`config.mk`:
```
export PLATFORM = sky130hd
export DESIGN_NAME = read_return
export DESIGN_NICKNAME = d
export VERILOG_FILES = /design/src/nes_pkg.sv /design/src/read_return.sv
export SDC_FILE = /design/constraint.sdc
export NUM_CORES = 1
export LEC_CHECK = 0
export BUFFER_PORTS_ARGS = -buffer_cell sky130_fd_sc_hd__buf_2
export CELL_PAD_IN_SITES_DETAIL_PLACEMENT = 0
export CELL_PAD_IN_SITES_GLOBAL_PLACEMENT = 2
export CORE_ASPECT_RATIO = 1.1
export CORE_MARGIN = 3
export CORE_UTILIZATION = 19
export CTS_CLUSTER_SIZE = 10
export DETAILED_ROUTE_END_ITERATION = 8
export PLACE_DENSITY_LB_ADDON = 0.1
export SETUP_SLACK_MARGIN = 0.2
export SYNTH_ARGS = -nofsm -noshare
export SYNTH_HDL_FRONTEND = slang
export SYNTH_SLANG_ARGS = --single-unit
```
`constraint.sdc`:
```
create_clock -name clock -period 1.7 [get_ports clock]
set_clock_uncertainty 0.05 [all_clocks]
set_input_delay 0.255 -clock clock [delete_from_list [all_inputs] [get_ports clock]]
set_output_delay 0.255 -clock clock [all_outputs]
set_load 0.005 [all_outputs]
```
`src/nes_pkg.sv`:
```
package nes_pkg;

    // Bus widths
    typedef logic [15:0] addr_t;
    typedef logic [7:0]  data_t;
    typedef logic [10:0] ram_addr_t;
    typedef logic [13:0] rom_addr_t;

    // Bit 0 is A through bit 7 Right
    typedef logic [7:0]  buttons_t;

    // PPU register select, OAMDMA sits past the eight mirrored registers
    typedef enum logic [3:0] {
        PPUCTRL   = 4'd0,
        PPUMASK   = 4'd1,
        PPUSTATUS = 4'd2,
        OAMADDR   = 4'd3,
        OAMDATA   = 4'd4,
        PPUSCROLL = 4'd5,
        PPUADDR   = 4'd6,
        PPUDATA   = 4'd7,
        OAMDMA    = 4'd8
    } reg_t;

    // Decoded CPU address regions
    typedef enum logic [2:0] {
        REGION_NONE   = 3'd0,
        REGION_RAM    = 3'd1,
        REGION_PPU    = 3'd2,
        REGION_JOYPAD = 3'd3,
        REGION_ROM    = 3'd4
    } region_t;

    // Memory sizes in bytes
    localparam int RAM_DEPTH = 2048;
    localparam int ROM_DEPTH = 16384;

    // Single-address I/O
    localparam addr_t JOYPAD_ADDR = 16'h4016;
    localparam addr_t OAMDMA_ADDR = 16'h4014;

endpackage : nes_pkg

```
`src/read_return.sv`:
```
`timescale 1ns/1ps

module read_return (
    input  logic             clock,
    input  logic             clock_en,
    input  logic             reset_n,
    input  nes_pkg::region_t region,
    input  logic             r_en,
    input  nes_pkg::data_t   ram_data,
    input  nes_pkg::data_t   rom_data,
    input  nes_pkg::data_t   joy_data,
    input  nes_pkg::data_t   reg_data_rd,
    output nes_pkg::data_t   r_data
);

    import nes_pkg::*;

    region_t region_q;

    // Region of the read in flight, writes return nothing
    always_ff @(posedge clock or negedge reset_n) begin
        if (!reset_n) begin
            region_q <= REGION_NONE;
        end else if (clock_en) begin
            region_q <= r_en ? region : REGION_NONE;
        end
    end

    // PPU data comes straight from the port in the return cycle
    always_comb begin
        case (region_q)
            REGION_RAM:    r_data = ram_data;
            REGION_ROM:    r_data = rom_data;
            REGION_JOYPAD: r_data = joy_data;
            REGION_PPU:    r_data = reg_data_rd;
            default:       r_data = '0;
        endcase
    end

endmodule : read_return

```
# Word-level counts from Yosys, hierarchy flattened
# Cells that the tools add are included.
# word_totals
regBits	3
input_bits	39
out_inout_bits	8
word_cells	7
# op_classes
n_eq_ne	4
muxes	2
# op_table
operator	n
one-hot mux 8 bit (4 select lines)	1
equality test 3 x 2 -> 1 bit (second input constant)	2
equality test 3 x 1 -> 1 bit (second input constant)	1
equality test 3 bit (second input constant)	1
two-way mux 3 bit	1

# Depth between registers and ports, before layout
# Gate-level depths: netlist of the first run.
# depth
word_depth	2
ltp_mapped	4
depth_no_buf	2

# Worst setup path after synthesis of the first run
# OpenSTA, ideal clock, no wires.
# synth_path
kind	flip-flop to output port
start	reg region_q[0]
end	out r_data[0]
arrival_time_ps	976
required_ps	1395
path_slack_ps	419
stages_incl_launch_ff	5
n_path_buf	2
path_cell_list	dfrtp_1 -> buf_6 -> or2_1 -> buf_6 -> o221ai_2
# synth_via
elab_chain_cells	2
elab_cells_between_ends	5
cone_classes	eq/ne: 4; mux: 1
# synth_rtl
element	line	source
start: declaration	read_return.sv:18	region_t region_q;
start signal: assignment	read_return.sv:25	region_q <= r_en ? region : REGION_NONE;
equality test 3 x 2 -> 1 bit (tied with other cells)	read_return.sv:31	case (region_q)
one-hot mux 8 bit (4 select lines) *	read_return.sv:31	
end: declaration	read_return.sv:13	output nes_pkg::data_t r_data
# Every way passes the cells marked *; elsewhere a longest branch is shown, timed or not.

# Worst setup path after layout of the first run
# layout_path
start	reg region_q[1]
end	out r_data[0]
# The elaborated chain is that of the path after synthesis.

==> impl_metrics.tcl, run 1 <==
set metrics [dict create \
    worst_setup_path_start_kind "register" \
    antenna_found_initial 0 \
    drt_iter0_drc 11 \
    ys_seq_area_share_pct 14.89 \
    die_x_microns 55.12 \
    die_y_microns 60.03 \
    drive_gt1_share_pct 67.31 \
    hp-class "in -> reg" \
    hold_violations 0 \
    synth.distinct_cells 12 \
    grt_overflow 0 \
    tightestPinTransition_ns 0.1750 \
    cts_made_buffers 3 \
    syn_nets 91 \
    htree_levels 1 \
    critPathArrivalTime_ns 1.27 \
    dieArea_sq_um 3309 \
    finalCriticalPeriod_ns 1.575 \
    cp-end-kind "output port" \
    coreArea_sq_um 2387 \
    wl_per_cell_microns 12.24 \
    yosysWarnings 0 \
    postRouteAntennaNets 0 \
    grt_pass1_vias 608 \
    syn_inst 52 \
    dp_hpwl_microns 1298 \
    via_per_inst 4.500 \
    postSynthAreaPerCell_sq_um 9.697 \
    final_cell_mix "46 x buf_2, 8 x nand2_1, 8 x nand4bb_1, 8 x o221ai_2, 6 x mux2i_1" \
    cp_max_fo 8 \
    grt_pass1_wl_microns 2532 \
    first_pass_iters 4 \
    row_count 18 \
    final_common_cell "buf_2" \
    status "finished, final reports clean" \
    cts.sinks 3 \
    largest_reg_flops 3 \
    maxCapViolations 0 \
    pwr_density_cell_nw_per_um2 511.8 \
    utilization_pct 35.59 \
    io_pins 47 \
    syn_to_final_growth_pct 68.49 \
    rsz0062_at_grt "true" \
    fin_crit_sh_pct 92.65 \
    finalSetupViolations 0 \
    slew_headroom_pct 88.00 \
    start_util_pct 21.12 \
    portBuffers 46 \
    antennaDiodeCount 0 \
    drv_slew 0 \
    tritoncts "built" \
    drc_errors 0 \
    clk_path_buf_depth 2 \
    synth.ff_latch_count 3 \
    critPathRequiredTime_ns 1.39 \
    postLayoutCellArea_sq_um 849.6 \
    top_register "region_q" \
    p_total_mw 0.4348 \
    num-nets-final 144 \
    ir_worst_vdd_mv 0.2922 \
    synth_area_sq_um 504.2 \
    clkTransAtPathRegs_ns 0.04 \
    place_area_sq_um 754.5 \
    vias 603 \
    grt_usage_pct 10.39 \
    grt_max_degree 18 \
    crit_type "reg -> out" \
    cts-root-buf "clkbuf_4" \
    leakage_nw 0.3890 \
    fin_setup_tns_ns 0 \
    top_regs "region_q x3" \
    max_freq_ghz 0.6349 \
    gp_congestion 0.6031 \
    wl_microns 1640 \
    clock_latency_ns 0.23 \
]
where the power goes:
group          switching, mW  total, mW  internal, mW  leakage [nW]
Clock                 0.0351      0.123        0.0878        0.0150
Sequential           0.00654     0.0848        0.0782        0.0363
Combinational         0.0966      0.227         0.131         0.338
layout make-up:
| class | count | area (sq um) |
|---|---|---|
| clock buffers | 4 | 26.28 |
| multi-input cells | 40 | 380.4 |
| inverters | 3 | 11.26 |
| flip-flops and latches | 3 | 77.57 |
| well taps | 30 | 37.54 |
| repair buffers | 54 | 316.6 |
| fillers | 280 | 1538 |
cell usage after synthesis:
master     instances  share of area [%]
o21ai_0            3                3.0
nand4bb_1          8                 18
or2_1              1                1.2
nand3_1            3                3.0
inv_1              3                2.2
nand2_1            8                6.0
o221ai_2           8                 24
mux2i_1            8                 16
buf_6              4                8.9
nand2b_1           1                1.2
dfrtp_1            3                 15
buf_2              2                2.0
critical path, cell delays in order (launching register included):
cell,delay (ns)
dfrtp_2,0.42
or2_4,0.32
o221ai_2,0.15
buf_2,0.14
timing repair:
item                       CTS  global route
pin swaps                    3             0
buffers inserted             2             0
gates resized for setup      9             1
hold endpoints to repair     3             0
setup endpoints to repair    8             8
hold buffers                 1             0
layer usage:
metal,part of all wire [%],GRT usage (%),vias to the layer above
met5,0,0,-
met4,0,2.083,0
met3,10,3.741,0
met2,52,19.59,27
met1,38,10.66,270
li1,-,-,306
per-stage QoR:
stage | setup slack, ns | hold slack [ns] | std cells
2_1_floorplan | 0.4186 | -0.09059 | 52
3_3_place_gp | 0.1997 | 0.003126 | 127
3_5_place_dp | 0.1944 | 0.005456 | 127
4_1_cts | 0.1122 | 0.2170 | 134
5_1_grt | 0.04847 | 0.2295 | 134
6_report | 0.1249 | 0.2192 | 134
logic make-up after synthesis:
kind of cell           share of synthesized area (%)
DFF                                            14.89
muxes                                          15.88
and+or+nand+nor                                29.28
buffers and inverters                          13.15
AOI/OAI and AO/OA                              26.80
final timing paths:
kind / startpoint / end / slack, ns / depth (start not counted)
setup reg to reg: region_q[1]$_DFFE_PN0P_ / region_q[1]$_DFFE_PN0P_ / 0.79 / 3
hold reg to reg: region_q[2]$_DFFE_PN0P_ / region_q[2]$_DFFE_PN0P_ / 0.68 / 3
min in group asynchronous: reset_n / region_q[1]$_DFFE_PN0P_ / 0.30 / 2
max in group asynchronous: reset_n / region_q[0]$_DFFE_PN0P_ / 1.18 / 2
hold / removal: region[0] / region_q[0]$_DFFE_PN0P_ / 0.22 / 3
setup / recovery: region_q[1]$_DFFE_PN0P_ / r_data[0] / 0.12 / 3
(Power assumes the default switching activity.)
==> run 2: changes to the inputs <==
==> config.mk (replaced) <==
export PLATFORM = sky130hd
export DESIGN_NAME = read_return
export DESIGN_NICKNAME = d
export VERILOG_FILES = /design/src/nes_pkg.sv /design/src/read_return.sv
export SDC_FILE = /design/constraint.sdc
export NUM_CORES = 1
export LEC_CHECK = 0
export BUFFER_PORTS_ARGS = -buffer_cell sky130_fd_sc_hd__buf_4
export CELL_PAD_IN_SITES_DETAIL_PLACEMENT = 0
export CELL_PAD_IN_SITES_GLOBAL_PLACEMENT = 2
export CORE_ASPECT_RATIO = 1.1
export CORE_MARGIN = 3
export CORE_UTILIZATION = 16
export CTS_CLUSTER_SIZE = 10
export DETAILED_ROUTE_END_ITERATION = 8
export PLACE_DENSITY_LB_ADDON = 0.1
export SETUP_SLACK_MARGIN = 0.2
export SKIP_CTS_REPAIR_TIMING = 1
export SYNTH_ARGS = -nofsm -noshare
export SYNTH_HDL_FRONTEND = slang
export SYNTH_SLANG_ARGS = --single-unit
==> constraint.sdc (replaced) <==
create_clock -name clock -period 1.4 [get_ports clock]
set_clock_uncertainty 0.05 [all_clocks]
set_input_delay 0.21 -clock clock [delete_from_list [all_inputs] [get_ports clock]]
set_output_delay 0.21 -clock clock [all_outputs]
set_load 0.005 [all_outputs]
==> run 2 against run 1 <==
The run now ends with negative setup slack left. Worst hold slack worse by 0.078 ns. Register-to-register slack got worse by 0.30 ns. Via count fell by 0.17%. Total power up 34%. Critical path depth stayed put. Non-clock buffer count is 2 higher. Cell area up 16%. Setup slack lost 0.26 ns. Core utilization down 1.5 points. Clock power is 24% higher. Count of clock-buffer cells in the layout stayed put.
==> impl_metrics.tcl, run 2 (synthesized netlist as in run 1, its figures left out) <==
set metrics [dict create \
    start_util_pct 17.52 \
    rr_worst_depth 3 \
    row_count 20 \
    critPathRequiredTime_ns 1.14 \
    num-nets-final 146 \
    worst_slack_ns -0.1343 \
    tightestPinTransition_ns 0.1772 \
    switching_power_mw 0.1752 \
    finalSetupViolations 8 \
    antennaDiodeCount 0 \
    min_from "clock_en" \
    finalCriticalPeriod_ns 1.534 \
    htree_levels 1 \
    drv_slew 0 \
    ir_worst_vdd_mv 0.3592 \
    worst_hold_path.endpoint "region_q[0]$_DFFE_PN0P_" \
    top_regs "region_q x3" \
    gp_congestion 0.6866 \
    whs_ns 0.1415 \
    p_comb_share_pct 56.3 \
    pwr_density_cell_nw_per_um2 594.1 \
    top_register "region_q" \
    die_y_microns 64.88 \
    first_pass_iters 2 \
    cts_made_buffers 3 \
    clkTransAtPathRegs_ns 0.04 \
    hp-class "in -> reg" \
    antenna_found_initial 0 \
    postRouteAntennaNets 0 \
    grt_pass1_vias 602 \
    crit_type "reg -> out" \
    grt_max_degree 10 \
    worst_setup_path_start_kind "register" \
    rsz0062_at_grt "true" \
    io_pins 47 \
    portBuffers 46 \
    cts.sinks 3 \
    clk_path_buf_depth 2 \
    final_common_cell "buf_4" \
    fin_crit_sh_pct 109.6 \
    pwr-share-seq_pct 17.7 \
    coreArea_sq_um 2878 \
    place_area_sq_um 903.4 \
    worstPathCellList "or2_4 > o221ai_2 > buf_4" \
    netSwitchingFraction_pct 30.03 \
    dp_hpwl_microns 1489 \
    max_freq_ghz 0.6518 \
    grt_pass1_wl_microns 2608 \
    clock_latency_ns 0.23 \
    largest_reg_flops 3 \
    critPathArrivalTime_ns 1.27 \
    drive_gt1_share_pct 67.92 \
    vias 602 \
    wl_microns 1784 \
    maxCapViolations 0 \
    grt_usage_pct 9.054 \
    final_cell_mix "52 x buf_4, 8 x nand2_1, 8 x nand4bb_1, 8 x o221ai_2, 5 x mux2i_1" \
    drc_errors 0 \
    cp-end-kind "output port" \
    rr_endpoint "region_q[1]$_DFFE_PN0P_" \
    drt_iter0_drc 9 \
    syn_to_final_growth_pct 94.79 \
    cts-root-buf "clkbuf_4" \
    cp_slowest_cell "dfrtp_2" \
    hold_depth 2 \
    cp_max_fo 8 \
    utilization_pct 34.13 \
    p_int_mw 0.4083 \
    cpPeakStageDelay_ns 0.43 \
    status "complete, but fails checks" \
    worstReg2RegStart "region_q[1]$_DFFE_PN0P_" \
    critPathBufInv 1 \
    hold_violations 0 \
    grt_overflow 0 \
    reg2reg_slack_ns 0.49 \
    slew_headroom_pct 87.85 \
    via_per_inst 4.331 \
    violations "negative setup slack" \
    path_delay_family "flip-flops" \
    tritoncts "built" \
    wl_per_cell_microns 12.83 \
    postLayoutCellArea_sq_um 982.2 \
    leakage_nw 0.4321 \
    die_x_microns 59.53 \
    pwr-share-clk_pct 26.0 \
    dieArea_sq_um 3862 \
]
==> run 2: changes by cell type in the layout (fill, tap and decap cells not counted) <==
cell     before  now
buf_12        1    0
dfrtp_2       2    1
dfrtp_1       1    2
mux2i_4       0    1
mux2i_1       6    5
buf_2        46    0
buf_4         3   52
==> run 2: how the worst max path moves through the flow <==
| stage | depth (start not counted) | to | start |
|---|---|---|---|
| 3_3_place_gp | 3 | r_data[3] | region_q[0]$_DFFE_PN0P_ |
| 4_1_cts | 3 | r_data[2] | region_q[0]$_DFFE_PN0P_ |
| 3_5_place_dp | 3 | r_data[2] | region_q[0]$_DFFE_PN0P_ |
| 6_report | 3 | r_data[2] | region_q[0]$_DFFE_PN0P_ |
| 5_1_grt | 3 | r_data[5] | region_q[0]$_DFFE_PN0P_ |
| 2_1_floorplan | 4 | r_data[0] | region_q[0]$_DFFE_PN0P_ |
==> run 2: power by group through the flow <==
stage               Clock (mW)  Combinational [mW]  Sequential (mW)
global placement             0               0.310            0.101
detailed placement           0               0.311            0.101
floorplan                    0               0.154           0.0999
global route             0.158               0.360            0.105
finish                   0.152               0.328            0.104
CTS                      0.158               0.312            0.100
==> run 2: worst reg2reg max path, stage by stage, from the launching register on <==
cell and delay [ns]:
dfrtp_1 0.42, buf_4 0.18, inv_1 0.04, o21ai_0 0.14
==> run 2: cell type report <==
type / instances / area [sq um]
tap: 33 / 41.29
sequential: 3 / 76.32
fill: 315 / 1896
clock buffer: 4 / 26.28
multi-input combinational: 40 / 392.9
timing repair buffer: 56 / 434.2
inverter: 3 / 11.26
==> run 2: through the flow <==
| step | TNS, ns | instances | setup WS (ns) | power (mW) |
|---|---|---|---|---|
| after floorplan | 0 | 52 | 0.1636 | 0.2538 |
| after global placement | 0 | 134 | 0.006743 | 0.4105 |
| after detailed placement | -0.02407 | 134 | -0.01051 | 0.4126 |
| after CTS | -2.023 | 138 | -0.2603 | 0.5704 |
| after global routing | -1.411 | 139 | -0.2002 | 0.6232 |
| final | -0.9653 | 139 | -0.1343 | 0.5836 |
==> run 2: layer usage <==
metal / track usage [%] / vias up / share of wire (%)
li1: - / 310 / -
met5: 0 / - / 0
met3: 1.793 / 2 / 11
met1: 10.14 / 261 / 39
met2: 15.57 / 29 / 49
met4: 4.986 / 0 / 1.3
