### src/nes_pkg.sv
package nes_pkg;

    // Bus widths
    typedef logic [15:0] addr_t;
    typedef logic [7:0]  data_t;
    typedef logic [10:0] ram_addr_t;
    typedef logic [13:0] rom_addr_t;

    // Bit 0 is A through bit 7 Right
    typedef logic [7:0]  buttons_t;

    // PPU register select, OAMDMA sits past the eight mirrored registers
    typedef enum logic [3:0] {
        PPUCTRL   = 4'd0,
        PPUMASK   = 4'd1,
        PPUSTATUS = 4'd2,
        OAMADDR   = 4'd3,
        OAMDATA   = 4'd4,
        PPUSCROLL = 4'd5,
        PPUADDR   = 4'd6,
        PPUDATA   = 4'd7,
        OAMDMA    = 4'd8
    } reg_t;

    // Decoded CPU address regions
    typedef enum logic [2:0] {
        REGION_NONE   = 3'd0,
        REGION_RAM    = 3'd1,
        REGION_PPU    = 3'd2,
        REGION_JOYPAD = 3'd3,
        REGION_ROM    = 3'd4
    } region_t;

    // Memory sizes in bytes
    localparam int RAM_DEPTH = 2048;
    localparam int ROM_DEPTH = 16384;

    // Single-address I/O
    localparam addr_t JOYPAD_ADDR = 16'h4016;
    localparam addr_t OAMDMA_ADDR = 16'h4014;

endpackage : nes_pkg

### src/cpu_bus_decode.sv
`timescale 1ns/1ps

module cpu_bus_decode (
    input  nes_pkg::addr_t   addr,
    input  logic             r_en,
    input  nes_pkg::data_t   w_data,
    output nes_pkg::region_t region,
    output logic             ram_wr_en,
    output logic             joy_wr_en,
    output logic             joy_rd_en,
    output nes_pkg::reg_t    reg_sel,
    output logic             reg_en,
    output logic             reg_rw,
    output nes_pkg::data_t   reg_data_wr
);

    import nes_pkg::*;

    // Region from the upper address bits
    always_comb begin
        region = REGION_NONE;
        if (addr[15:13] == 3'b000) begin
            region = REGION_RAM;
        end else if (addr[15:13] == 3'b001) begin
            region = REGION_PPU;
        end else if (addr == OAMDMA_ADDR) begin
            region = REGION_PPU;
        end else if (addr == JOYPAD_ADDR) begin
            region = REGION_JOYPAD;
        end else if (addr[15]) begin
            region = REGION_ROM;
        end
    end

    // Strobes toward the local memories
    assign ram_wr_en = (region == REGION_RAM) && !r_en;
    assign joy_wr_en = (region == REGION_JOYPAD) && !r_en;
    assign joy_rd_en = (region == REGION_JOYPAD) && r_en;

    // PPU port
    always_comb begin
        reg_sel = PPUCTRL;
        reg_en  = 1'b0;
        if (addr[15:13] == 3'b001) begin
            reg_en = 1'b1;
            // Eight registers mirrored every 8 bytes
            case (addr[2:0])
                3'd0: reg_sel = PPUCTRL;
                3'd1: reg_sel = PPUMASK;
                3'd2: reg_sel = PPUSTATUS;
                3'd3: reg_sel = OAMADDR;
                3'd4: reg_sel = OAMDATA;
                3'd5: reg_sel = PPUSCROLL;
                3'd6: reg_sel = PPUADDR;
                default: reg_sel = PPUDATA;
            endcase
        end else if (addr == OAMDMA_ADDR) begin
            reg_en  = 1'b1;
            reg_sel = OAMDMA;
        end
    end

    // High for a write
    assign reg_rw      = ~r_en;
    assign reg_data_wr = w_data;

endmodule : cpu_bus_decode

### config.mk
export PLATFORM = sky130hd
export DESIGN_NAME = cpu_bus_decode
export DESIGN_NICKNAME = d
export VERILOG_FILES = /design/src/nes_pkg.sv /design/src/cpu_bus_decode.sv
export SDC_FILE = /design/constraint.sdc
export NUM_CORES = 1
export LEC_CHECK = 0
export ABC_AREA = 0
export BUFFER_PORTS_ARGS = -buffer_cell sky130_fd_sc_hd__buf_2
export CORE_AREA = 5 5 42 44
export DETAILED_ROUTE_END_ITERATION = 7
export DIE_AREA = 0 0 47 49
export SETUP_SLACK_MARGIN = 0.1
export SLEW_MARGIN = 40
export SYNTH_ARGS = -nofsm -noshare
export SYNTH_HDL_FRONTEND = slang
export SYNTH_SLANG_ARGS = --single-unit
export TNS_END_PERCENT = 10
### constraint.sdc
create_clock -name vclk -period 0.8
set_input_delay 0.08 -clock vclk [all_inputs]
set_output_delay 0.08 -clock vclk [all_outputs]
set_load 0.05 [all_outputs]
==> Word level (Yosys, flattened, before mapping) <==
Index checks and enable logic that the tools add are counted.
{ "totals": {"ff_bits": 0, "input_bits": 25, "elab_cells": 28} }
{ "classes": {"n_eq_ne": 11, "n_mux": 10, "bitwise_logic": 1, "n_reduce_logical": 6} }
{ "op_table": {"columns": ["cell", "n"], "rows": [
  ["equality test 16 x 15 -> 1 bit, second input constant", 2],
  ["one-hot mux 3 bit (7 select lines)", 1],
  ["two-way mux 3 bit", 5],
  ["equality test 3 x 1 -> 1 bit, second input constant", 3],
  ["equality test 3 x 2 -> 1 bit, second input constant", 3],
  ["equality test 3 bit, second input constant", 3],
  ["two-way mux 4 bit", 2],
  ["zero test 3 bit", 2],
  ["logical AND 1 bit", 3],
  ["two-way mux 1 bit", 2],
  ["zero test 1 bit", 1],
  ["NOT 1 bit", 1]
]} }

==> Depth between registers and ports, before layout <==
Gate-level depths: netlist of the first run.
{ "logic_depth": {"word_depth": 7, "mapped_depth": 3, "depth_no_buf": 3} }

==> Worst setup path before layout of the first run <==
No wires, ideal clock.
{ "synth_timing": {"path_kind": "input to output", "start": "input port addr[15]", "end": "output port ram_wr_en", "t_arrival_ps": 1635, "path_slack_ps": -915, "path_stages": 1, "n_path_buf": 0, "path_cell_list": "nor4_1"} }
{ "synth_between": {"elab_chain_cells": 7, "word_cells_on_any_way": 11} }
{ "synth_rtl": {"columns": ["item", "line", "rtl"], "rows": [
  ["from (decl)", "cpu_bus_decode.sv:4", "input nes_pkg::addr_t addr,"],
  ["equality test 16 x 15 -> 1 bit or two-way mux 3 bit (tied branches)", "cpu_bus_decode.sv:28, cpu_bus_decode.sv:30", null],
  ["two-way mux 3 bit", "cpu_bus_decode.sv:28", "end else if (addr == JOYPAD_ADDR) begin"],
  ["two-way mux 3 bit", "cpu_bus_decode.sv:26", "end else if (addr == OAMDMA_ADDR) begin"],
  ["two-way mux 3 bit", "cpu_bus_decode.sv:24", "end else if (addr[15:13] == 3'b001) begin"],
  ["two-way mux 3 bit *", "cpu_bus_decode.sv:22", "if (addr[15:13] == 3'b000) begin"],
  ["equality test 3 x 1 -> 1 bit *", "cpu_bus_decode.sv:36", "assign ram_wr_en = (region == REGION_RAM) && !r_en;"],
  ["logical AND 1 bit *", "cpu_bus_decode.sv:36", null],
  ["to (decl)", "cpu_bus_decode.sv:8", "output logic ram_wr_en,"]
]} }
Mark *: on every way between the ends. The rest lies on a longest branch, timed or not.

==> Final worst setup path of the first run <==
{ "layout_timing": {"start": "input port addr[15]", "end": "output port reg_en"} }
{ "layout_between": {"elab_chain_cells": 3, "word_cells_on_any_way": 4} }
{ "layout_rtl": {"columns": ["item", "line", "rtl"], "rows": [
  ["equality test 16 x 15 -> 1 bit", "cpu_bus_decode.sv:57", "end else if (addr == OAMDMA_ADDR) begin"],
  ["two-way mux 1 bit", "cpu_bus_decode.sv:57", null],
  ["two-way mux 1 bit *", "cpu_bus_decode.sv:44", "if (addr[15:13] == 3'b001) begin"],
  ["to (decl)", "cpu_bus_decode.sv:12", "output logic reg_en,"]
]} }
Marked as above.

==> results of run 1 <==
## layout by cell type (no fill, tap or decap)
master,synthesis,layout
and3_1,3,2
and3_4,0,1
and4_1,1,1
and4bb_1,1,1
buf_2,0,16
buf_4,8,4
buf_6,0,13
buf_8,0,2
inv_1,1,1
nand2_1,2,2
nand4_1,2,2
nor2_4,0,3
nor3b_1,1,1
nor4_4,2,3
nor4b_2,0,1
nor4bb_1,1,1
o21ai_4,0,1
o31ai_2,0,1
## power groups by stage
| stage | combinational (W) | sequential [W] | clock (W) |
|---|---|---|---|
| 2_1_floorplan | 0.000202 | 0 | 0 |
| 3_3_place_gp | 0.000205 | 0 | 0 |
| 3_5_place_dp | 0.000206 | 0 | 0 |
| 4_1_cts | 0.000240 | 0 | 0 |
| 5_1_grt | 0.000260 | 0 | 0 |
| 6_report | 0.000245 | 0 | 0 |
## worst paths after layout
| check | slack (ps) | from | endpoint |
|---|---|---|---|
| setup / recovery | -340 | addr[15] | reg_en |
| hold / removal | 160 | w_data[1] | reg_data_wr[1] |
## through the flow
stage	utilization [%]	hold WS, ps	setup WS, ps
3_3_place_gp	29.91	160.3	-453.9
5_1_grt	38.13	160.1	-406.2
4_1_cts	37.05	160.3	-351.0
6_report	38.13	160.0	-340.2
2_1_floorplan	-	215.9	-262.0
3_5_place_dp	29.91	160.3	-464.7
## cells by family (layout without fill, tap and decap cells)
group,after synthesis,in the layout
compound gates,2,2
buf+inv,10,36
simple gates,18,18
## what timing repair did
action,CTS,global route
cloned,0,0
hold endpoints to repair,0,0
endpoints found under the setup margin,10,11
pin swaps,3,2
resized for setup,28,3
## worst max-delay path: cells and delay by family
family / cells / cell delay (ps)
AO/OA/AOI/OAI: 1 / 180
buffers and inverters: 2 / 270
AND/OR/NAND/NOR: 2 / 520
## layer usage
metal	up-vias	share of wire, %	track usage (%)
li1	158	-	-
met1	138	36	10.43
met2	21	51	12.67
met3	0	13	1.476
met4	0	0	0.4608
met5	-	0	0
## cell usage after synthesis
master    number
nor4b_1        1
buf_4          8
and4_1         1
clkbuf_1       1
and3_1         3
nor4bb_1       1
nor4_4         2
nor3b_1        1
nor2_1         3
inv_1          1
nand2_1        2
nand4_1        2
nor4_1         1
and4bb_1       1
o21ai_1        1
o31ai_1        1
## final cells by class
| cell class | instances | area, µm² | share of cell area, % |
|---|---|---|---|
| inverter | 1 | 3.754 | 0.7026 |
| multi-input combinational | 20 | 224.0 | 41.92 |
| tap | 16 | 20.02 | 3.747 |
| timing repair buffer | 35 | 286.5 | 53.63 |
==> flow_summary_export.csv, run 1 <==
group,metric,value,unit
global_routing,grt_max_degree,7,
placed_design,dp_hpwl,771.2,µm
synthesis,synth_cell_types,16,
timing,fin_crit_sh,142.5,%
synthesis,synth.avg_cell_area,7.549,µm²
floorplan,core_area,1401,µm²
synthesis,synth.area.top_cells,"buf_4, nor4_4, and3_1",
drt,via_per_inst,4.403,
power_and_ir_drop,power_frac_clock,0,%
setup_path,cpMaxStageDelayCell,"nor4_4",
drt,wl_per_cell,12.65,µm
floorplan,start_util,16.16,%
layout,layout.area.seq,0,µm²
synthesis,synth_top_family_by_area,"simple AND/OR/NAND/NOR gates",
placed_design,io_buffers,29,
worst_hold_path,hold_class,"primary input to primary output",
synthesis,synth-compound-area-share,5.525,%
timing,slew_headroom,82.91,%
floorplan,ios,45,
drt,ant_nets,0,
setup_path,cp_cell_sequence,"buf_8 > nor4_4 > nand4_1 > o21ai_4 > buf_6",
cts,cts_setup_buffers,0,
synthesis,syn_nets,55,
synthesis,yosys.area.top_type,"buf_4",
drt,vias,317,
power_and_ir_drop,total_power,0.0002451,W
floorplan,die_h,49,µm
drt,drc,0,
synthesis,synthCells,30,
global_routing,grt_pass1_wl,1414,µm
cts,cts_hold_buf,0,
layout,final.fill_count,152,
timing,min_period,1140,ps
global_routing,overflow,0,
global_routing,antenna_found_initial,0,
timing,tightest_slew,254.5,ps
global_routing,grt_pass1_vias,331,
synthesis,synth_top_area_share,26.52,%
setup_path,critPathMaxStageDelay,300,ps
power_and_ir_drop,power_frac_seq,0,%
layout,seq_cell_count,0,
worst_hold_path,min_path_cells,0,
floorplan,dieArea,2303,µm²
status,status,"finished with violations",
setup_path,end_kind,"primary output",
power_and_ir_drop,p_per_area,458.7,nW/µm²
layout,n_antenna_cell,0,
layout,nNetsFinal,83,
floorplan,die_width,47,µm
layout,fin_cells,72,
timing,rsz0062_at_grt,"true",
setup_path,startpoint_type,"primary input",
drt,first_pass_iters,2,
synthesis,syn_area,226.5,µm²
drt,dr.first_iter.drc_count,2,
power_and_ir_drop,sw_frac_of_total,55.88,%
power_and_ir_drop,p_int,0.0001081,W
timing,drv_slew,0,
layout,fin_area,534.3,µm²
setup_path,cp.arrival,1060,ps
floorplan,num_rows,14,
timing,clock.fmax,877.0,MHz
power_and_ir_drop,cellLeakagePower,0.2458,nW
layout,syn_to_final_growth,135.9,%
placed_design,place_inst,72,
placed_design,dpl_cell_area,419.2,µm²
synthesis,synth_warnings,0,
synthesis,seq_area_frac_synth,0,%
setup_path,critPathMaxFanout,3,
timing,setup_viol,10,
power_and_ir_drop,combPwrFrac,100.0,%
timing,hold_viol_final,0,
status,failed_checks,"setup timing",
power_and_ir_drop,peakVddDrop,198.1,µV
setup_path,critPathRequiredTime,720,ps
synthesis,synthAdderAreaFrac,0,%
synthesis,yosys-mux-area-fraction,0,%
placed_design,gp_congestion,0.7235,
run,max-cap-violations,0,
global_routing,track_usage,7.649,%
drt,totalWireLength,911,µm
power_and_ir_drop,p_switching,0.0001369,W
layout,nClkBuffers,0,
timing,worst_slack,-340.2,ps
timing,fin_tns_setup,-1992,ps
synthesis,synth-simple-area-share,64.64,%
setup_path,crit_type,"primary input to primary output",
synthesis,synth_xor_area_share,0,%
layout,layout-drive-gt1-share,80.36,%
(Power assumes the default switching activity.)
==> inputs of run 2 (changes only) <==
--- a/config.mk
+++ b/config.mk
@@ -7,9 +7,9 @@
 export LEC_CHECK = 0
 export ABC_AREA = 0
 export BUFFER_PORTS_ARGS = -buffer_cell sky130_fd_sc_hd__buf_2
-export CORE_AREA = 5 5 42 44
+export CORE_AREA = 2 2 39 41
 export DETAILED_ROUTE_END_ITERATION = 7
-export DIE_AREA = 0 0 47 49
+export DIE_AREA = 0 0 41 43
 export SETUP_SLACK_MARGIN = 0.1
 export SLEW_MARGIN = 40
 export SYNTH_ARGS = -nofsm -noshare
==> run 2 against run 1 <==
Against the previous run: the run still ends with setup timing left; core utilization increased by 2.2 points; design area increased by 4.4%; non-clock buffer count increased by 1; critical path depth increased by 1; hold slack about the same; routed wire length decreased by 17%; sequential share of layout area unchanged.
==> flow_summary_export.csv, run 2 (same netlist as run 1, synthesis figures left out) <==
group,metric,value,unit
timing,drv_slew,0,
run,max-cap-violations,0,
floorplan,core_area,1384,µm²
placed_design,io_buffers,29,
global_routing,grt_pass1_wl,1138,µm
timing,tightest_slew,236.1,ps
placed_design,dp_hpwl,631.8,µm
floorplan,ios,45,
layout,layout.area.seq,0,µm²
drt,drc,0,
setup_path,critPathMaxStageDelay,290,ps
drt,totalWireLength,755,µm
drt,via_per_inst,4.603,
status,status,"finished with violations",
drt,dr.first_iter.drc_count,0,
global_routing,grt_max_degree,7,
power_and_ir_drop,cellLeakagePower,0.2566,nW
placed_design,dpl_worst_slack,-453.4,ps
layout,seq_cell_count,0,
setup_path,critPathRequiredTime,720,ps
placed_design,gp_congestion,0.6327,
layout,layout-drive-gt1-share,78.95,%
timing,slew_headroom,84.04,%
setup_path,cpMaxStageDelayCell,"nor4bb_2",
timing,rsz0062_at_grt,"true",
timing,fin_crit_sh,140.0,%
power_and_ir_drop,peakVddDrop,219.0,µV
setup_path,cp_cell_sequence,"buf_2 > nor4bb_2 > nand4_1 > buf_6 > o31ai_4 > buf_6",
layout,nClkBuffers,0,
drt,vias,336,
floorplan,die_h,43,µm
layout,n_antenna_cell,0,
drt,ant_nets,0,
layout,nNetsFinal,84,
timing,worst_slack,-319.9,ps
setup_path,cp.arrival,1040,ps
timing,min_period,1120,ps
global_routing,overflow,0,
status,failed_checks,"setup timing",
global_routing,track_usage,8.691,%
timing,hold_viol_final,0,
worst_hold_path,hold_class,"primary input to primary output",
floorplan,num_rows,14,
floorplan,die_width,41,µm
floorplan,dieArea,1763,µm²
timing,fin_tns_setup,-1973,ps
drt,wl_per_cell,10.34,µm
timing,setup_viol,10,
cts,cts_hold_buf,0,
global_routing,antenna_found_initial,0,
setup_path,crit_type,"primary input to primary output",
layout,final.fill_count,139,
layout,syn_to_final_growth,146.4,%
setup_path,critPathMaxFanout,3,
drt,first_pass_iters,1,
floorplan,start_util,16.37,%
layout,final_cell_mix,"buf_6, buf_2, buf_4",
layout,mostFrequentLayoutCell,"buf_6",
timing,clock.fmax,892.9,MHz
cts,cts_setup_buffers,0,
global_routing,grt_pass1_vias,296,
setup_path,critPathMostFrequentCell,"buf_6",
setup_path,end_kind,"primary output",
power_and_ir_drop,p_per_area,456.7,nW/µm²
setup_path,startpoint_type,"primary input",
## run 2: final timing paths
check | from | to | slack (ps) | depth (start not counted)
worst max-delay path | addr[3] | region[0] | -320 | 6
worst min-delay path | w_data[1] | reg_data_wr[1] | 160 | 0
## run 2: critical path, delay by kind of cell
| family | cells | cell delay (ps) |
|---|---|---|
| and+or+nand+nor | 2 | 430 |
| AOI/OAI and AO/OA | 1 | 50 |
| buffers and inverters | 3 | 470 |
## run 2: stage by stage
step	power, W	util, %	area, µm²	std cells	hold WS (ps)
after floorplan	0.0002023	-	272.8	30	215.9
after global placement	0.0002077	30.83	426.7	73	160.3
after detailed placement	0.0002088	30.83	426.7	73	160.3
after CTS	0.0002492	38.97	539.3	73	160.3
after global routing	0.0002691	40.33	558.0	73	160.1
final	0.0002549	40.33	558.0	73	160.0
## run 2: repair_timing
| item | 4_1_cts | 5_1_grt |
|---|---|---|
| endpoints found under the setup margin | 10 | 10 |
| pin swaps | 7 | 4 |
| gates resized for setup | 32 | 3 |
| endpoints found under the hold margin | 0 | 0 |
## run 2: metal layers
metal / wire length (µm) / GRT usage, % / up-vias
li1: - / - / 161
met1: 302 / 11.71 / 152
met2: 364 / 14.69 / 21
met3: 84 / 0.5236 / 2
met4: 4 / 1.333 / 0
met5: 0 / 0 / -
## run 2: cell type report
type                       instances  area [µm²]  share of cell area [%]
timing repair buffer              36       306.5                   54.93
multi-input combinational         20       227.7                   40.81
tap                               16       20.02                   3.587
inverter                           1       3.754                  0.6726
## run 2: report_power, final
group / switching (W) / internal (W)
combinational: 0.000138 / 0.000117
clock: 0 / 0
sequential: 0 / 0
