### src/nes_pkg.sv
package nes_pkg;

    // Bus widths
    typedef logic [15:0] addr_t;
    typedef logic [7:0]  data_t;
    typedef logic [10:0] ram_addr_t;
    typedef logic [13:0] rom_addr_t;

    // Bit 0 is A through bit 7 Right
    typedef logic [7:0]  buttons_t;

    // PPU register select, OAMDMA sits past the eight mirrored registers
    typedef enum logic [3:0] {
        PPUCTRL   = 4'd0,
        PPUMASK   = 4'd1,
        PPUSTATUS = 4'd2,
        OAMADDR   = 4'd3,
        OAMDATA   = 4'd4,
        PPUSCROLL = 4'd5,
        PPUADDR   = 4'd6,
        PPUDATA   = 4'd7,
        OAMDMA    = 4'd8
    } reg_t;

    // Decoded CPU address regions
    typedef enum logic [2:0] {
        REGION_NONE   = 3'd0,
        REGION_RAM    = 3'd1,
        REGION_PPU    = 3'd2,
        REGION_JOYPAD = 3'd3,
        REGION_ROM    = 3'd4
    } region_t;

    // Memory sizes in bytes
    localparam int RAM_DEPTH = 2048;
    localparam int ROM_DEPTH = 16384;

    // Single-address I/O
    localparam addr_t JOYPAD_ADDR = 16'h4016;
    localparam addr_t OAMDMA_ADDR = 16'h4014;

endpackage : nes_pkg

### src/joypad_port.sv
`timescale 1ns/1ps

module joypad_port (
    input  logic              clock,
    input  logic              clock_en,
    input  logic              reset_n,
    input  logic              wr_en,
    input  logic              w_bit,
    input  logic              rd_en,
    input  nes_pkg::buttons_t buttons,
    output nes_pkg::data_t    rd_data
);

    import nes_pkg::*;

    logic     strobe;
    buttons_t shift_reg;
    logic     rd_bit;

    // Strobe latch from bit 0 of the write
    always_ff @(posedge clock or negedge reset_n) begin
        if (!reset_n) begin
            strobe <= 1'b0;
        end else if (clock_en && wr_en) begin
            strobe <= w_bit;
        end
    end

    // Parallel load while strobed, else shift out A first
    always_ff @(posedge clock or negedge reset_n) begin
        if (!reset_n) begin
            shift_reg <= '0;
        end else if (clock_en) begin
            if (strobe) begin
                shift_reg <= buttons;
            end else if (rd_en) begin
                // Ones fill in behind, so reads past Right give 1
                shift_reg <= {1'b1, shift_reg[7:1]};
            end
        end
    end

    // Serial bit captured on each read
    always_ff @(posedge clock or negedge reset_n) begin
        if (!reset_n) begin
            rd_bit <= 1'b0;
        end else if (clock_en && rd_en) begin
            rd_bit <= shift_reg[0];
        end
    end

    assign rd_data = {7'b0, rd_bit};

endmodule : joypad_port

### config.mk
export PLATFORM = sky130hd
export DESIGN_NAME = joypad_port
export DESIGN_NICKNAME = d
export VERILOG_FILES = /design/src/nes_pkg.sv /design/src/joypad_port.sv
export SDC_FILE = /design/constraint.sdc
export NUM_CORES = 1
export LEC_CHECK = 0
export BUFFER_PORTS_ARGS = -buffer_cell sky130_fd_sc_hd__buf_4
export CAP_MARGIN = 10
export CORE_AREA = 2 2 39 41
export DETAILED_ROUTE_END_ITERATION = 16
export DIE_AREA = 0 0 41 43
export GPL_ROUTABILITY_DRIVEN = 0
export PLACE_DENSITY = 0.81
export SYNTH_ARGS = -nofsm -noshare
export SYNTH_HDL_FRONTEND = slang
export SYNTH_SLANG_ARGS = --single-unit
### constraint.sdc
create_clock -name clock -period 1.1 [get_ports clock]
set_input_delay 0.055 -clock clock [delete_from_list [all_inputs] [get_ports clock]]
set_output_delay 0.055 -clock clock [all_outputs]
set_load 0.02 [all_outputs]
* Word level (Yosys, flattened, before mapping)
Index checks and enable logic that the tools add are counted.
** Storage, ports and cells
- Flip-flop bits (word level) :: 10
- Latch bits :: 0
- Bits in writable memories :: 0
- Bits in read-only memories :: 0
- Input port bits :: 14
- Output and inout port bits :: 8
- Logic and storage cells :: 9
- Memories :: 0
** Operators by class
- $add $sub $neg :: 0
- Multipliers :: 0
- Div/mod/pow operators :: 0
- Order comparisons :: 0
- Eq/ne operators :: 0
- Shift-type cells :: 0
- Mux-type cells :: 2
- Bitwise operators :: 0
- Reduce and logical (&&, ||, !) cells :: 4
** Operator list (count)
- $mux W8 :: 2
- $logic_and A1 B1 Y1 :: 2
- $reduce_and A2 Y1 :: 1
- $reduce_bool A2 Y1 :: 1

* Depth between registers and ports, before layout
Gate-level depths: netlist of the first run.
- Depth in word-level cells :: 2
- Depth in mapped cells :: 4
- Mapped depth without buffers :: 3

* Worst setup path after synthesis of the first run
OpenSTA, ideal clock, no wires.
- Path type :: register to register
- Start :: register strobe
- End :: register shift_reg[6]
- Library setup time :: 0.126 ns
- Arrival time :: 0.856 ns
- Required time :: 0.974 ns
- Slack :: 0.118 ns
- Cell stages (with the launch flop) :: 4
- Path buffers :: 0
- Clock period less this slack :: 0.982 ns
- Path through :: dfrtp_1 > or2_1 > o32ai_1 > nor2_1
** On the way
- Cells in the longest elaborated chain, start to end :: 2
- Elaborated cells on any way between the ends :: 3
- Those cells by class :: 1 x mux; 2 x reduce/logical
** Ends and longest elaborated chain
- start, declared :: line joypad_port.sv:16 : logic strobe;
- start signal, assigned :: line joypad_port.sv:25 : strobe <= w_bit;
- $reduce_bool A2 Y1 (no source line)
- $reduce_and A2 Y1 (no source line)
- end signal, assigned :: line joypad_port.sv:35 : shift_reg <= buttons;
- end signal, assigned :: line joypad_port.sv:38 : shift_reg <= {1'b1, shift_reg[7:1]};
- end, declared :: line joypad_port.sv:17 : buttons_t shift_reg;
Several ways; a longest one is shown, not always the timed one.
A chain may end at the register's enable or synchronous reset.

* Worst setup path after layout of the first run
Same ends and word-level chain as after synthesis.

==> key figures, run 1 <==
Logic synthesis
  • Mux contribution to synthesized area: 5.38%
  • Adder-cell share of the synthesized area: 0%
  • Cell variety after synth: 14
  • Register area share after synthesis: 44.8%
  • Post-synth EDFFs: 0
  • Ys async rst share: 100%
  • Mapped Cells: 56
  • Synth top area cells: dfrtp_1, nor3_1, buf_4
  • Synth Area in XOR/XNOR: 0%
  • Ys Warns: 0
  • Count leader, synth: nor3_1
  • Synth Register Bits: 10
  • Post-synthesis area per instance: 9.96 µm²
  • Post-synthesis compound-gate area fraction: 11.9%
  • Largest area contributor in the netlist: dfrtp_1
  • Post-Synth Simple-Gate Area: 22.4%
  • Area share of the largest cell type after synthesis: 44.8%
  • Main flop type after synthesis: dfrtp_1
  • Syn Std Cell Area: 558 µm²
  • Commonest cells post-synth: nor3_1, dfrtp_1, buf_4
  • Largest family of logic cells by synthesized area: simple AND/OR/NAND/NOR gates

Floorplanning
  • Number of placement rows: 14
  • Die width: 41 µm
  • Initial Utilization: 40.3%
  • I/O pins: 22
  • Die area: 1760 µm²
  • Die Y: 43 µm
  • Area of the core: 1380 µm²

CTS
  • CTS tree: done
  • Root Driver: clkbuf_4
  • Clock Sink Count: 10
  • Clk pin slew, worst setup/hold paths: 0.07 ns
  • Num CTS Buffers: 3
  • Worst-Skew Late Latency: 0.27 ns
  • H-tree Lvls: 1
  • Clock Tree Buf Depth: 2

STA
  • Final setup fails: 0
  • Min Tclk post-route: 1.06 ns
  • Unrepaired setup endpoints after global routing: yes
  • Max Slew Vio Count: 0
  • Clk_skew: 0.00409 ns
  • Fin. Hold Viols: 0
  • Maximum clock frequency: 0.944 GHz
  • Tcrit/Tclk final: 96.3%

Power
  • Pint: 0.805 mW
  • Max VDD drop: 0.559 mV
  • Comb power frac: 25.6%
  • Power Total: 1.16 mW
  • Clock power share: 28.8%
  • NetSw: 0.352 mW
  • Switch share: 30.4%
  • Pwr dens: 1710 nW/µm²
  • Leak Pwr: 0.301 nW
  • Seq pwr share: 45.6%

Critical path
  • R2R depth: 3
  • Critical path type: register to register
  • Worst R2R End: shift_reg[6]
  • Critical Path End Type: register
  • CP Data Required Time: 1.25 ns
  • Flop-to-flop setup slack: 0.04 ns
  • Setup crit end: shift_reg[6]
  • CP startpoint: strobe
  • Data arrival, critical path: 1.21 ns
  • Reg2Reg Launch Point: strobe
  • Worst setup SP type: register
  • Critical path fanouts, max: 5

Place
  • Port Buf Inserts: 14
  • # placed instances: 83
  • Final HPWL DP: 777 µm

Final layout
  • Nets: 87
  • # diodes: 0
  • Area growth, synth to finish: 21.3%
  • Non-filler cells, final: 88
  • Max reg flops: 8
  • Share of layout cells above drive strength 1: 34.7%

GRT
  • GR peak layer: met1
  • Met3 Resource Use GR: 6.28%
  • Met2 Use GR: 18.8%
  • Total grt overflow: 0
  • Largest net degree at the start of global routing: 12
  • Met1 usage: 20.3%
  • Antenna violations before repair: 0
  • GRT Util Overall: 14.7%
  • Vias in the first global route: 401
  • First-pass GRT wire length: 1700 µm

Flow run
  • Max Cap Violations: 0

Drt
  • Via-to-Cell Ratio: 5.28
  • Final wirelength: 1100 µm
  • Per-cell routed wire length: 12.5 µm
  • DR iter-0 viols: 16
  • DRT Pass-1 Iters: 4
  • DR vias: 465
  • Final ANT Viol Nets: 0
  • # DRC: 0

Hold path
  • Hold Path Depth: 3
  • Hold WC Path Type: input port to register

Run status
  • Run status: finished clean
worst max-delay path, stage by stage (launching register included):
cell     delay, ns
dfrtp_1       0.43
or2_1         0.28
o32ai_1       0.14
nor2_1        0.10
final cells by class:
cell class,count,area [µm²]
Sequential cell,10,250
Tap cell,16,20.0
Timing Repair Buffer,16,123
Multi-Input combinational cell,42,248
Clock buffer,4,36.3
Fill cell,132,707
cell usage in the layout (no fill, tap or decap):
cell type / netlist / routed
buf_4: 8 / 15
nor3_1: 14 / 14
dfrtp_1: 10 / 10
o22ai_1: 7 / 7
conb_1: 1 / 7
nor2_1: 4 / 4
clkbuf_4: 0 / 3
nand2_2: 2 / 2
o32ai_1: 2 / 2
mux2_4: 2 / 2
nand2_4: 1 / 1
or2_1: 1 / 1
a21oi_1: 1 / 1
nor3_2: 1 / 1
clkbuf_8: 0 / 1
dlygate4sd3_1: 0 / 1
per-layer routing:
layer,up-vias,part of all wire (%)
li1,221,-
met1,218,44
met2,24,46
met3,2,8.9
met4,0,1.2
met5,-,0
logic make-up (layout without fill, tap and decap cells):
family	Yosys count	after routing
DFF	10	10
and+or+nand+nor	23	23
AOI/OAI and AO/OA	10	10
buffers and inverters	10	20
other	1	7
muxes	2	2
power by group through the flow:
| stage | clock [mW] | sequential (mW) | combinational [mW] |
|---|---|---|---|
| after floorplan | 0 | 0.520 | 0.243 |
| after global placement | 0 | 0.532 | 0.285 |
| after global routing | 0.368 | 0.540 | 0.325 |
| final | 0.333 | 0.528 | 0.296 |
| after CTS | 0.340 | 0.530 | 0.296 |
| after detailed placement | 0 | 0.537 | 0.291 |
through the flow:
step           area (µm²)  utilization (%)  hold slack, ns  setup TNS, ns  setup WS [ns]
2_1_floorplan         581                -          -0.241              0          0.118
3_3_place_gp          631             45.6          -0.110              0         0.0874
3_5_place_dp          631             45.6          -0.108              0         0.0663
4_1_cts               677             48.9         0.00446              0         0.0554
5_1_grt               677             48.9         0.00936       -0.00683       -0.00618
6_report              677             48.9         0.00993              0         0.0407
worst min-delay path by stage:
stage / from / to / slack, ns
after floorplan: reset_n / rd_bit / -0.24
after global placement: reset_n / shift_reg[2] / -0.11
after detailed placement: reset_n / shift_reg[2] / -0.11
after CTS: buttons[7] / shift_reg[7] / 0.004
after global routing: w_bit / strobe / 0.009
final: buttons[7] / shift_reg[7] / 0.01
repair_timing:
action,in CTS,in global routing
endpoints found under the setup margin,0,2
hold endpoints to repair,10,0
hold buffers,1,0
resized for setup,0,0
buffers inserted,0,0
Power figures use the tool's default switching activity.
==> inputs of run 2 (changes only) <==
- HOLD_SLACK_MARGIN: default -> 0.1
- PLACE_DENSITY: 0.81 -> 0.7
==> run 2 against run 1 <==
  * Worst hold slack improved by 0.11 ns
  * Sequential power increased by 3%
  * Final area increased by 14%
  * Critical endpoint unchanged
==> key figures, run 2 (synthesized netlist as in run 1, its figures left out) <==
STA
  • Clk_skew: 0.00875 ns
  • Maximum clock frequency: 0.935 GHz
  • Tcrit/Tclk final: 97.2%
  • Max Slew Vio Count: 0
  • Final setup fails: 0
  • Hold slack final: 0.116 ns
  • Min Tclk post-route: 1.07 ns
  • Final WS setup: 0.0304 ns
  • Fin. Hold Viols: 0

Critical path
  • Critical path fanouts, max: 7
  • CP max stage cell: dfrtp_2
  • CP Data Required Time: 1.23 ns
  • Delay-heaviest family, CP: flip-flops
  • Worst R2R End: shift_reg[6]
  • Critical Path End Type: register
  • CP startpoint: strobe
  • Flop-to-flop setup slack: 0.03 ns
  • Slowest stage delay, CP: 0.45 ns
  • WP depth: 3
  • Data arrival, critical path: 1.20 ns
  • Setup crit end: shift_reg[6]
  • Crit path buf inv count: 1
  • Critical path cell sequence: buf_4, o32ai_1, nor2_1
  • Worst setup SP type: register
  • Reg2Reg Launch Point: strobe
  • Critical path type: register to register
  • R2R depth: 3

GRT
  • Largest net degree at the start of global routing: 12
  • Vias in the first global route: 433
  • GRT Util Overall: 16.3%
  • Total grt overflow: 0
  • Antenna violations before repair: 0
  • First-pass GRT wire length: 1860 µm

Floorplanning
  • I/O pins: 22
  • Initial Utilization: 40.3%
  • Die Y: 43 µm
  • Number of placement rows: 14
  • Die area: 1760 µm²
  • Die width: 41 µm
  • Area of the core: 1380 µm²

Power
  • Leak Pwr: 0.338 nW
  • Pwr dens: 1450 nW/µm²
  • Power Total: 1.12 mW
  • Max VDD drop: 1.01 mV

Hold path
  • Hold WC Path Type: input port to register
  • Hold Path Origin: buttons[1]

Final layout
  • Nets: 96
  • Commonest cells after routing, fill and taps aside: buf_4, nor3_1, dfrtp_1, dlygate4sd3_1
  • Commonest non-fill, non-tap cell in the layout: buf_4
  • Post-layout instance area: 774 µm²
  • Share of layout cells above drive strength 1: 40.0%
  • Area growth, synth to finish: 38.8%
  • Fill count: 129
  • # diodes: 0
  • Final Util: 56.0%
  • Max reg flops: 8

CTS
  • CTS tree: done
  • Clock Tree Buf Depth: 2
  • Clock Sink Count: 10
  • Worst-Skew Late Latency: 0.26 ns
  • Num CTS Buffers: 3
  • Root Driver: clkbuf_4
  • Clk pin slew, worst setup/hold paths: 0.06 ns
  • H-tree Lvls: 1

Drt
  • DR vias: 483
  • Final wirelength: 1230 µm
  • # DRC: 0
  • DR iter-0 viols: 19
  • Per-cell routed wire length: 12.8 µm
  • Final ANT Viol Nets: 0
  • Via-to-Cell Ratio: 5.03
  • DRT Pass-1 Iters: 4

Place
  • Port Buf Inserts: 14
  • Pre-CTS setup slack: 0.0296 ns
  • Final HPWL DP: 752 µm
  • Area after DPL: 638 µm²

Flow run
  • Max Cap Violations: 0

Run status
  • Run status: finished clean
run 2: how the worst min path moves through the flow:
stage                               to  cells past startpoint
after floorplan                 rd_bit                      0
final                     shift_reg[1]                      3
after CTS                 shift_reg[1]                      3
after detailed placement  shift_reg[3]                      1
after global routing            strobe                      3
after global placement    shift_reg[3]                      1
run 2: power breakdown:
| part | internal, mW | switching [mW] | total, mW | leakage (nW) |
|---|---|---|---|---|
| Sequential | 0.461 | 0.0859 | 0.546 | 0.111 |
| Combinational | 0.184 | 0.158 | 0.341 | 0.213 |
| Clock | 0.126 | 0.110 | 0.236 | 0.0138 |
| Total | 0.770 | 0.354 | 1.12 | 0.338 |
run 2: repair_timing:
action,4_1_cts,5_1_grt
endpoints found under the setup margin,0,6
hold buffers,8,0
endpoints found under the hold margin,17,0
buffers inserted,0,1
gates resized for setup,0,6
run 2: cell type report:
type | count | area (µm²) | share of cell area (%)
clock buffers | 3 | 22.5 | 2.91
multi-input cells | 42 | 273 | 35.2
flip-flops and latches | 10 | 251 | 32.5
well taps | 16 | 20.0 | 2.58
repair buffers | 25 | 208 | 26.8
run 2: through the flow:
step           TNS (ns)  cells
2_1_floorplan         0     62
3_3_place_gp          0     84
3_5_place_dp          0     84
4_1_cts               0     95
5_1_grt         -0.0106     96
6_report              0     96
run 2: metal layers:
metal | track usage [%] | up-vias | routed length (µm)
li1 | - | 242 | -
met1 | 20.1 | 222 | 551
met2 | 23.8 | 17 | 601
met3 | 7.85 | 2 | 62
met4 | 6.00 | 0 | 12
met5 | 0 | - | 0
run 2: worst min-delay path: stages:
cell and delay [ns]:
buf_4 0.08, o22ai_1 0.05, nor3_1 0.14
==> inputs of run 3 (changes only) <==
--- a/config.mk
+++ b/config.mk
@@ -13,3 +13,2 @@
 export GPL_ROUTABILITY_DRIVEN = 0
-export HOLD_SLACK_MARGIN = 0.1
 export PLACE_DENSITY = 0.7
==> constraint.sdc (replaced) <==
create_clock -name clock -period 1.1 [get_ports clock]
set_input_delay 0.22 -clock clock [delete_from_list [all_inputs] [get_ports clock]]
set_output_delay 0.22 -clock clock [all_outputs]
set_load 0.02 [all_outputs]
==> run 3 against run 2 <==
  * Clock power hardly changed
  * Utilization fell by 5.1 points
  * Combinational power fell by 6%
  * Clock-buffer cell count unchanged
  * Register-to-register slack hardly changed
  * Worst hold slack better by 0.069 ns
  * Total power down 1.6%
  * Setup slack improved by 0.013 ns
  * Critical path depth stayed put
  * Sequential share of layout area increased by 3.2 points
  * Global-route usage fell by 1.1 points
  * Largest cell class unchanged
  * Largest power group unchanged
==> key figures, run 3 (synthesized netlist as in run 1, its figures left out) <==
Critical path
  • Critical path type: register to register
  • Critical path fanouts, max: 7
  • Worst setup SP type: register
  • CP Data Required Time: 1.23 ns
  • Critical path cell sequence: buf_4, o32ai_1, nor2_1
  • Data arrival, critical path: 1.19 ns
  • CP max stage cell: dfrtp_2
  • Slowest stage delay, CP: 0.45 ns
  • Critical Path End Type: register

Final layout
  • Final Util: 50.9%
  • Non-filler cells, final: 89
  • Share of layout cells above drive strength 1: 43.8%
  • Fill count: 135
  • Area growth, synth to finish: 26.2%
  • Commonest non-fill, non-tap cell in the layout: buf_4
  • Max reg flops: 8
  • Commonest cells after routing, fill and taps aside: buf_4, nor3_1, dfrtp_1, o22ai_1, conb_1
  • Register area: 251 µm²
  • # diodes: 0
  • Area of the multi-input gates: 273 µm²
  • Nets: 89

Drt
  • Per-cell routed wire length: 12.8 µm
  • Via-to-Cell Ratio: 5.15
  • DR iter-0 viols: 24
  • DR vias: 458
  • Final wirelength: 1140 µm
  • # DRC: 0
  • DRT Pass-1 Iters: 4
  • Final ANT Viol Nets: 0

CTS
  • Num CTS Buffers: 3
  • Clk pin slew, worst setup/hold paths: 0.05 ns
  • H-tree Lvls: 1
  • Root Driver: clkbuf_4
  • Worst-Skew Late Latency: 0.26 ns
  • Clock Tree Buf Depth: 2
  • Clock Sink Count: 10
  • CTS tree: done

STA
  • Maximum clock frequency: 0.946 GHz
  • Clk_skew: 0.00852 ns
  • Fin. Hold Viols: 0
  • Tcrit/Tclk final: 96.1%
  • Setup tns final: 0 ns
  • Hold slack final: 0.185 ns
  • Max Slew Vio Count: 0
  • Min Tclk post-route: 1.06 ns
  • Final WS setup: 0.0429 ns
  • Final setup fails: 0

Floorplanning
  • Die area: 1760 µm²
  • Initial Utilization: 40.3%
  • Area of the core: 1380 µm²
  • Die Y: 43 µm
  • Number of placement rows: 14
  • Die width: 41 µm
  • I/O pins: 22

Place
  • # placed instances: 84
  • Port Buf Inserts: 14
  • Final HPWL DP: 752 µm
  • Pre-CTS setup slack: 0.0296 ns

Flow run
  • Max Cap Violations: 0

Power
  • Max VDD drop: 0.995 mV
  • Leak Pwr: 0.308 nW
  • Pwr dens: 1570 nW/µm²

Hold path
  • Hold WC Path Type: input port to register

GRT
  • GRT Util Overall: 15.2%
  • Antenna violations before repair: 0
  • First-pass GRT wire length: 1750 µm
  • Largest net degree at the start of global routing: 12
  • Vias in the first global route: 408
  • Total grt overflow: 0

Run status
  • Run status: finished clean
[run 3: per-layer routing]
layer	global-route usage, %	vias to the layer above	share of wire, %
met4	6.00	0	1.1
met2	20.9	17	47
met3	7.85	2	6.0
met1	19.5	213	46
li1	-	226	-
met5	0	-	0
[run 3: power breakdown]
group,total (mW),internal (mW),switching [mW]
clock network,0.238,0.126,0.112
logic,0.322,0.168,0.154
registers,0.547,0.461,0.0863
[run 3: final cells by class]
type	instances	share of cell area, %
multi-input cells	42	38.7
flip-flops and latches	10	35.7
repair buffers	18	19.5
clock buffers	3	3.20
well taps	16	2.84
[run 3: final timing paths]
| kind | slack (ns) | startpoint | end | cells after the start |
|---|---|---|---|---|
| max | 0.04 | strobe | shift_reg[6] | 3 |
| min | 0.19 | buttons[7] | shift_reg[7] | 3 |
| max reg2reg | 0.04 | strobe | shift_reg[6] | 3 |
| min reg2reg | 0.52 | shift_reg[7] | shift_reg[7] | 2 |
| max in group asynchronous | 0.62 | reset_n | strobe | 2 |
| min in group asynchronous | 0.32 | reset_n | shift_reg[3] | 2 |
[run 3: worst max-delay path, delay by kind of cell (launching register included)]
family | cells | cell delay (ns)
flip-flops | 1 | 0.45
AO/OA/AOI/OAI | 1 | 0.25
buffers and inverters | 1 | 0.16
AND/OR/NAND/NOR | 1 | 0.08
[run 3: timing repair]
action | in CTS | in global routing
endpoints found under the hold margin | 10 | 0
gates resized for setup | 0 | 6
setup endpoints to repair | 0 | 6
setup buffers | 0 | 1
hold buffers | 1 | 0
[run 3: metrics by stage]
stage          instance area (µm²)  power, mW
2_1_floorplan                  581      0.764
3_3_place_gp                   638      0.825
3_5_place_dp                   638      0.835
4_1_cts                        671       1.08
5_1_grt                        704       1.19
6_report                       704       1.11
